`config.mk`:
```
export PLATFORM = sky130hd
export DESIGN_NAME = llc_unit_arbiter
export DESIGN_NICKNAME = d
export VERILOG_FILES = /design/src/llc_data_pkg.sv /design/src/llc_unit_arbiter.sv
export SDC_FILE = /design/constraint.sdc
export NUM_CORES = 1
export LEC_CHECK = 0
export BUFFER_PORTS_ARGS = -buffer_cell sky130_fd_sc_hd__clkbuf_2
export CAP_MARGIN = 20
export CORE_AREA = 2 2 168 170
export DETAILED_ROUTE_END_ITERATION = 10
export DIE_AREA = 0 0 170 172
export PLACE_DENSITY = 0.45
export SKIP_CTS_REPAIR_TIMING = 1
export SLEW_MARGIN = 15
export SYNTH_ARGS = -nofsm -noshare
export SYNTH_HDL_FRONTEND = slang
export SYNTH_SLANG_ARGS = --single-unit
```
`constraint.sdc`:
```
create_clock -name clk_i -period 4.1 [get_ports clk_i]
set_input_delay 1.025 -clock clk_i [delete_from_list [all_inputs] [get_ports clk_i]]
set_output_delay 1.025 -clock clk_i [all_outputs]
set_load 0.1 [all_outputs]
```
`src/llc_data_pkg.sv`:
```
//----------------------------------------------------------
// geometry, unit names and request/response structs for the
// llc data storage stage, imported by every design module
//----------------------------------------------------------
package llc_data_pkg;

  //----------------------------------------------------------
  // cache geometry
  //----------------------------------------------------------
  // units sharing the data ways
  localparam int unsigned NumUnits          = 4;
  // set associativity
  localparam int unsigned NumWays           = 4;
  // line address bits, 16 lines per way
  localparam int unsigned IndexLength       = 4;
  // block offset bits, 4 blocks per line
  localparam int unsigned BlockOffsetLength = 2;
  // one block is one data word of a line
  localparam int unsigned BlockWidth        = 64;
  localparam int unsigned StrbWidth         = BlockWidth / 8;
  // reads that may be outstanding in the way container
  localparam int unsigned ReadFifoDepth     = 4;

  // derived sizes
  localparam int unsigned NumLines      = 1 << IndexLength;
  localparam int unsigned NumBlocks     = 1 << BlockOffsetLength;
  localparam int unsigned SramAddrWidth = IndexLength + BlockOffsetLength;
  localparam int unsigned UnitIdxWidth  = $clog2(NumUnits);
  localparam int unsigned WayIdxWidth   = $clog2(NumWays);
  localparam int unsigned FifoPtrWidth  = $clog2(ReadFifoDepth);
  localparam int unsigned FifoCntWidth  = $clog2(ReadFifoDepth + 1);

  //----------------------------------------------------------
  // types
  //----------------------------------------------------------
  // value equals the unit's port number
  typedef enum logic [UnitIdxWidth-1:0] {
    EVICT_UNIT  = 2'd0,
    REFILL_UNIT = 2'd1,
    WRITE_UNIT  = 2'd2,
    READ_UNIT   = 2'd3
  } cache_unit_e;

  typedef logic [BlockWidth-1:0] blk_data_t;
  typedef logic [StrbWidth-1:0]  blk_strb_t;

  // request as issued by a unit, way_ind is one-hot
  typedef struct packed {
    logic [NumWays-1:0]           way_ind;
    logic [IndexLength-1:0]       line_addr;
    logic [BlockOffsetLength-1:0] blk_offset;
    logic                         we;
    blk_data_t                    data;
    blk_strb_t                    strb;
  } unit_req_t;

  // request inside the container, tagged with the issuing unit
  typedef struct packed {
    cache_unit_e                  cache_unit;
    logic [NumWays-1:0]           way_ind;
    logic [IndexLength-1:0]       line_addr;
    logic [BlockOffsetLength-1:0] blk_offset;
    logic                         we;
    blk_data_t                    data;
    blk_strb_t                    strb;
  } way_req_t;

  // read data of a way plus its destination unit
  typedef struct packed {
    cache_unit_e cache_unit;
    blk_data_t   data;
  } way_rsp_t;

endpackage

```
`src/llc_unit_arbiter.sv`:
```
//----------------------------------------------------------
// round-robin arbiter over the four cache unit ports
// grant is combinational, pointer moves past the winner
//----------------------------------------------------------
module llc_unit_arbiter
  import llc_data_pkg::*;
(
  input  logic                clk_i,
  input  logic                rst_n_i,
  // unit request ports
  input  unit_req_t           req_i [NumUnits],
  input  logic [NumUnits-1:0] req_valid_i,
  output logic [NumUnits-1:0] req_ready_o,
  // granted request towards the way container
  output way_req_t            arb_o,
  output logic                arb_valid_o,
  input  logic                arb_ready_i
);

  // priority pointer, first unit to look at
  logic [UnitIdxWidth-1:0] rr_q;
  logic [UnitIdxWidth-1:0] gnt_idx;
  logic                    gnt_found;
  unit_req_t               gnt_req;

  // first valid unit at or after the pointer, wraps around
  always_comb begin : gnt_search
    logic [UnitIdxWidth-1:0] idx;
    gnt_idx   = rr_q;
    gnt_found = 1'b0;
    for (int unsigned i = 0; i < NumUnits; i++) begin
      idx = rr_q + UnitIdxWidth'(i);
      if (!gnt_found && req_valid_i[idx]) begin
        gnt_found = 1'b1;
        gnt_idx   = idx;
      end
    end
  end

  // forward the winner, tagged with its port number
  assign gnt_req          = req_i[gnt_idx];
  assign arb_valid_o      = gnt_found;
  assign arb_o.cache_unit = cache_unit_e'(gnt_idx);
  assign arb_o.way_ind    = gnt_req.way_ind;
  assign arb_o.line_addr  = gnt_req.line_addr;
  assign arb_o.blk_offset = gnt_req.blk_offset;
  assign arb_o.we         = gnt_req.we;
  assign arb_o.data       = gnt_req.data;
  assign arb_o.strb       = gnt_req.strb;

  // ready only back to the granted port
  always_comb begin
    req_ready_o          = '0;
    req_ready_o[gnt_idx] = gnt_found & arb_ready_i;
  end

  // advance one past the winner on each transfer
  always_ff @(posedge clk_i or negedge rst_n_i) begin
    if (!rst_n_i) begin
      rr_q <= '0;
    end else if (arb_valid_o && arb_ready_i) begin
      rr_q <= gnt_idx + 1'b1;
    end
  end

endmodule

```
==> results.txt, run 1 <==
----------------------------------------------------
[Worst setup path]
  FF-to-FF setup slack ... 2460 ps
  Type of element capturing the critical path ... output port
  Class of the most critical setup path ... input pin to output port
  CP Data Arrival Time ... 2920 ps
  Worst path bufs/invs ... 3
  Standard cell with the maximum stage delay on the critical path ... sky130_fd_sc_hd__a2111oi_1
  CP Max Fanout ... 47
  Worst EP required ... 3070 ps
  Crit path cell chain ... clkbuf_2 > nor2b_1 > a2111oi_1 > o21bai_4 > buf_12 > a21oi_1 > a32oi_2 > buf_12
  Max stage delay on crit path ... 370 ps
  Type of element launching the critical path ... input pin
  Critical path's most frequent cell ... sky130_fd_sc_hd__buf_12
  Gate family responsible for the most delay along the worst path ... compound AO/OA/AOI/OAI gates

[Synth]
  Yosys warning total ... 0
  Nets in the synthesized netlist ... 846
  Adder-cell area share of the yosys netlist ... 0%
  Post-synthesis register bit count ... 2
  Fraction of the mapped netlist area in compound gates ... 47.48%
  Share of flip-flops with an asynchronous set or reset ... 100.0%
  Cell accounting for the most synthesized area ... sky130_fd_sc_hd__nand2_1
  Number of flops mapped to enable cells by yosys ... 0
  Prevailing post-synth register cell ... sky130_fd_sc_hd__dfrtp_1
  Top post-synthesis cells by area ... sky130_fd_sc_hd__nand2_1 37%, sky130_fd_sc_hd__a32oi_1 28%, sky130_fd_sc_hd__a21oi_1 17%, sky130_fd_sc_hd__buf_2 6.4%, sky130_fd_sc_hd__clkbuf_1 2.6%
  Proportion of synthesized area in mux cells ... 0%
  Area of the mapped netlist ... 2577 um2
  Post-synth top cells ... 252 x sky130_fd_sc_hd__nand2_1, 85 x sky130_fd_sc_hd__a21oi_1, 83 x sky130_fd_sc_hd__a32oi_1
  Share of synthesized cell area in and, or, nand and nor gates ... 40.05%
  Number of cells produced by synthesis ... 507
  Mean cell area of the mapped netlist ... 5.084 um2
  Fraction of synthesized cell area in xor and xnor cells ... 0%
  Portion of synthesized cell area occupied by the leading cell type ... 36.70%
  Portion of the post-synthesis area used by sequential elements ... 1.942%
  Main combinational cell family by area after synthesis ... compound AO/OA/AOI/OAI gates
  Most repeated cell in the gate-level netlist after synthesis ... sky130_fd_sc_hd__nand2_1
  Count of unique library cells instantiated by Yosys ... 23

[Pwr]
  Internal power summed over all cells ... 2.426 mW
  Net switching power figure ... 4.446 mW
  Clock power frac ... 2.1%
  Power consumption ... 6.872 mW
  Cell Pwr Density ... 928.7 nW/um2
  Maximum vdd drop ... 0.4317 mV
  Sequential group share of total power ... 0.6%
  Leakage ... 3.422 nW
  Sw Share ... 64.70%
  Combinational share of power ... 97.3%

[Global route]
  Aggregate global routing overflow ... 0
  Tot GR Track Use ... 12.87%
  Pin count of the biggest net entering global routing ... 74
  Vias in the first global route ... 5301
  Number of antenna violations at the first check in global routing ... 2
  Wire length of the first global-routing pass ... 29550 um

[Drt]
  Number of vias in the routed layout ... 5223
  Detailed-router iteration count before antenna repair ... 4
  Number of DRC markers after the initial detailed-route iteration ... 198
  Final WL ... 20790 um
  Routed vias/inst ... 4.178
  Drc violations ... 0
  Per-cell routed wire length ... 16.63 um
  ANT nets after route ... 0

[Cells and area]
  Filler-free cell count of the finished design ... 1250
  Final instance area ... 7400 um2
  Multi-input gate area ... 3062 um2
  Utilization after layout ... 26.93%
  Biggest registers after layout ... rr_q: 2 flops
  Area Growth Syn to Fin ... 187.1%
  Nets@finish ... 1243
  Largest register FFs ... 2
  Top reg by flops ... rr_q
  Share of post-route cells with drive strength above 1 ... 58.87%
  Final-layout fill cell count ... 3029
  Storage cell area ... 50.05 um2

[Floorplanning]
  Chip width ... 170 um
  Chip Height ... 172 um
  Count of boundary I/O pins ... 429
  Number of rows in the core area ... 61
  Starting density of the core ... 9.381%
  Die area ... 29240 um2
  Area of the core region ... 27480 um2

[Placement]
  Cell area reported after detailed placement ... 7296 um2
  Placed Instances ... 1243
  Final weighted congestion in routability-driven placement ... 0.7778
  IO buf count ... 428
  DP Wirelength ... 17710 um

[Clock tree]
  Clock net sink count ... 2
  Clock-pin slew of the registers on the worst-case setup and hold paths ... 30 ps
  Cell at the root of the clock tree ... sky130_fd_sc_hd__clkbuf_16
  CTS Buffer Depth ... 2
  Clock tree from TritonCTS ... yes
  Cts bufs inserted ... 3
  Clock latency on the worst-skew pair ... 220 ps
  H-tree levels ... 1

[Timing]
  Setup TNS ... 0 ps
  Worst rel slew slack ... 63.49%
  Peak clock frequency supported by timing ... 253.2 MHz
  Setup clock skew after layout ... 3.667 ps
  Final critical path time including I/O delays and setup ... 3949 ps
  Tightest Pin Transition ... 550.0 ps
  Setup repair after global routing missed its margin ... true
  Final hold violation count ... 0
  Period Utilization, post-route ... 96.33%
  Final setup violating endpoints ... 0
  Number of pins exceeding their max-slew limit in the final report ... 0

[Run status]
  Run status ... complete, no violations

[Min path]
  Class of the tightest hold or removal check ... input pin to asynchronous set/reset pin

[Job]
  Max capacitance violation total ... 0

----------------------------------------------------
-- cells by family (layout without fill, tap and decap cells) --
kind of cell,count (synthesis),in the layout
and+or+nand+nor,269,269
buffers and inverters,58,453
other,0,2
AOI/OAI and AO/OA,178,178
DFF,2,2
-- final timing paths --
path / end / from / depth (start not counted)
worst max-delay path: arb_o[61] / req_valid_i[2] / 8
worst min-delay path: rr_q[1] / rst_n_i / 1
worst max register to register: rr_q[0] / rr_q[0] / 6
worst min register to register: rr_q[0] / rr_q[0] / 2
max in group asynchronous: rr_q[0] / rst_n_i / 1
min in group clk_i: rr_q[0] / rr_q[0] / 2
-- placed cells by master (no fill, tap or decap), types with 2 or more instances in the layout --
cell                        instances
sky130_fd_sc_hd__clkbuf_2         340
sky130_fd_sc_hd__nand2_1          251
sky130_fd_sc_hd__buf_12           100
sky130_fd_sc_hd__a21oi_1           85
sky130_fd_sc_hd__a32oi_2           54
sky130_fd_sc_hd__a32oi_4           18
sky130_fd_sc_hd__a32oi_1           11
sky130_fd_sc_hd__buf_4              7
sky130_fd_sc_hd__nor2_1             6
sky130_fd_sc_hd__nor2b_1            4
sky130_fd_sc_hd__nor3_4             3
sky130_fd_sc_hd__o21ai_0            3
sky130_fd_sc_hd__clkbuf_16          3
sky130_fd_sc_hd__diode_2            2
sky130_fd_sc_hd__o21ai_1            2
sky130_fd_sc_hd__dfrtp_1            2
-- metal layers --
layer	global-route usage (%)	wire length (um)
met5	0	0
met4	1.449	94
met3	2.861	1609
met2	24.74	10770
met1	14.95	8317
-- stage by stage --
stage	hold WS, ps	worst slack, ps
after CTS	581.1	26.60
after global placement	577.3	45.84
final	583.4	150.6
after global routing	581.3	-6.888
after detailed placement	593.3	42.25
after floorplan	525.7	-564.6
-- worst register-to-register path: cells and delay by family, from the launching register on --
family	cells	cell delay [ps]
AO/OA/AOI/OAI	2	390
buffers and inverters	2	380
flip-flops	1	430
AND/OR/NAND/NOR	2	310
-- cell type report --
type	instances	share of cell area, %
sequential	2	0.6764
antenna	2	0.06764
clock buffer	3	1.015
timing repair buffer	447	50.76
tap	346	5.851
multi-input combinational	447	41.38
inverter	3	0.2536
-- power by group through the flow --
stage | clock network [mW] | registers [mW] | logic [mW]
final | 0.146 | 0.0381 | 6.69
after global routing | 0.151 | 0.0392 | 6.94
after CTS | 0.149 | 0.0376 | 6.73
after detailed placement | 0 | 0.0375 | 6.72
after global placement | 0 | 0.0378 | 6.71
after floorplan | 0 | 0.0334 | 4.35
Power figures use the tool's default switching activity.
==> run 2: changes to the inputs <==
REMOVE_ABC_BUFFERS = 1   (was not set)
==> run 2 against run 1 <==
  * Critical path depth rose by 1
  * Non-clock buffer count rose by 15
  * Total power fell by 5.9%
  * First-iteration DRC count rose by 15%
  * Critical endpoint unchanged
  * Combinational power fell by 6.0%
  * Die area did not move
  * Global-route usage fell by 2.3 points
  * Clock power barely moved
==> results.txt, run 2 (synthesized netlist as in run 1, its figures left out) <==
----------------------------------------------------
[Min path]
  Class of the tightest hold or removal check ... input pin to asynchronous set/reset pin

[Timing]
  Setup TNS ... 0 ps (unchanged)
  Setup repair after global routing missed its margin ... false
  Final critical path time including I/O delays and setup ... 3954 ps (+5.013 ps)
  Period Utilization, post-route ... 96.45% (+0.12 points)
  Tightest Pin Transition ... 551.0 ps (+1.042 ps)
  Hold Worst Slack ... 587.2 ps (+3.812 ps)
  Setup clock skew after layout ... 0.7841 ps (-2.882 ps)
  Worst rel slew slack ... 63.42% (-0.069 points)
  Final setup violating endpoints ... 0 (unchanged)
  Number of pins exceeding their max-slew limit in the final report ... 0 (unchanged)
  Peak clock frequency supported by timing ... 252.9 MHz (-0.13%)
  Final hold violation count ... 0 (unchanged)

[Floorplanning]
  Chip width ... 170 um (unchanged)
  Number of rows in the core area ... 61 (unchanged)
  Die area ... 29240 um2 (unchanged)
  Chip Height ... 172 um (unchanged)
  Count of boundary I/O pins ... 429 (unchanged)
  Area of the core region ... 27480 um2 (unchanged)
  Starting density of the core ... 9.381% (unchanged)

[Worst setup path]
  Type of element capturing the critical path ... output port
  CP Max Fanout ... 20 (-57%)
  CP Data Arrival Time ... 2930 ps (about the same)
  Max stage delay on crit path ... 390 ps (+20 ps)
  Standard cell with the maximum stage delay on the critical path ... sky130_fd_sc_hd__a2111oi_1
  Gate family responsible for the most delay along the worst path ... compound AO/OA/AOI/OAI gates
  Worst path bufs/invs ... 4 (+1)
  Critical path's most frequent cell ... sky130_fd_sc_hd__buf_12
  Class of the most critical setup path ... input pin to output port
  Worst EP required ... 3070 ps (about the same)
  Type of element launching the critical path ... input pin
  Crit path cell chain ... clkbuf_2 > nor2b_1 > a2111oi_1 > o21bai_4 > buf_12 > buf_4 > a21oi_1 > a32oi_1 > buf_12

[Clock tree]
  Clock-pin slew of the registers on the worst-case setup and hold paths ... 30 ps (about the same)
  H-tree levels ... 1 (unchanged)
  Cts bufs inserted ... 3 (unchanged)
  Clock tree from TritonCTS ... yes
  Clock latency on the worst-skew pair ... 220 ps (about the same)
  Cell at the root of the clock tree ... sky130_fd_sc_hd__clkbuf_16
  Clock net sink count ... 2 (unchanged)
  CTS Buffer Depth ... 2 (unchanged)

[Run status]
  Run status ... complete, no violations

[Placement]
  Final weighted congestion in routability-driven placement ... 0.8185 (+5.2%)
  Cell area reported after detailed placement ... 6654 um2 (-8.8%)
  DP Wirelength ... 15370 um (-13%)
  IO buf count ... 428 (unchanged)

[Pwr]
  Leakage ... 3.406 nW (-0.44%)
  Cell Pwr Density ... 958.0 nW/um2 (+3.2%)
  Maximum vdd drop ... 0.3286 mV (-24%)

[Global route]
  Vias in the first global route ... 4829 (-8.9%)
  Number of antenna violations at the first check in global routing ... 0 (-2)
  Pin count of the biggest net entering global routing ... 54 (-27%)
  Aggregate global routing overflow ... 0 (unchanged)
  Wire length of the first global-routing pass ... 24950 um (-16%)
  Tot GR Track Use ... 10.60% (-2.3 points)

[Cells and area]
  Most used cells in the layout excluding fill and tap cells ... 340 x sky130_fd_sc_hd__clkbuf_2, 252 x sky130_fd_sc_hd__nand2_1, 101 x sky130_fd_sc_hd__buf_12
  Final instance area ... 6753 um2 (-8.7%)
  Area Growth Syn to Fin ... 162.0%
  Biggest registers after layout ... rr_q: 2 flops
  Share of post-route cells with drive strength above 1 ... 51.47% (-7.4 points)
  Leading cell type in the layout, fill and taps excluded ... sky130_fd_sc_hd__clkbuf_2
  Antenna Diode Count ... 0 (-2)
  Nets@finish ... 1258 (+1.2%)
  Top reg by flops ... rr_q
  Largest register FFs ... 2 (unchanged)

[Drt]
  Routed vias/inst ... 4.241 (+1.5%)
  Per-cell routed wire length ... 14.19 um (-15%)
  Number of vias in the routed layout ... 5357 (+2.6%)
  ANT nets after route ... 0 (unchanged)
  Drc violations ... 0 (unchanged)
  Final WL ... 17920 um (-14%)
  Number of DRC markers after the initial detailed-route iteration ... 228 (+15%)
  Detailed-router iteration count before antenna repair ... 5 (+1)

[Job]
  Max capacitance violation total ... 0 (unchanged)

----------------------------------------------------
run 2: cell types whose count changed in the layout (fill, tap and decap cells not counted), moves of 2 or more:
cell,change
sky130_fd_sc_hd__diode_2,-2
sky130_fd_sc_hd__a32oi_4,-18
sky130_fd_sc_hd__nor3_1,+4
sky130_fd_sc_hd__a32oi_1,+69
sky130_fd_sc_hd__nor3_4,-3
sky130_fd_sc_hd__buf_4,+14
sky130_fd_sc_hd__a32oi_2,-51
run 2: worst paths after layout:
check	end	from	depth (start not counted)	slack (ps)
worst min-delay path	rr_q[1]	rst_n_i	1	590
worst max register to register	rr_q[0]	rr_q[0]	6	2500
min in group clk_i	rr_q[0]	rr_q[0]	2	590
worst min register to register	rr_q[0]	rr_q[0]	2	590
max in group asynchronous	rr_q[0]	rst_n_i	1	3410
worst max-delay path	arb_o[61]	req_valid_i[2]	9	150
run 2: report_power, final:
group          switching, mW  internal (mW)
Clock                 0.0214          0.124
Combinational           4.17           2.12
Sequential            0.0119         0.0258
run 2: area by class of cell:
class	count	area [um2]
clock buffers	3	75.07
fillers	3065	20720
inverters	3	13.76
multi-input cells	447	2300
flip-flops and latches	2	50.05
well taps	346	432.9
repair buffers	462	3881
run 2: layer usage:
metal / track usage (%) / share of wire [%]
met1: 13.13 / 40
met2: 19.56 / 51
met3: 1.671 / 8.2
met4: 1.784 / 1.2
met5: 0 / 0
run 2: per-stage QoR:
step                utilization, %  total power [mW]  setup slack, ps  instances
floorplan                        -             3.961            -6475        452
global placement             24.22             6.337            49.26       1260
detailed placement           24.22             6.345            100.5       1260
CTS                          24.49             6.505            36.04       1263
global route                 24.58             6.717            6.283       1263
finish                       24.58             6.469            145.6       1263
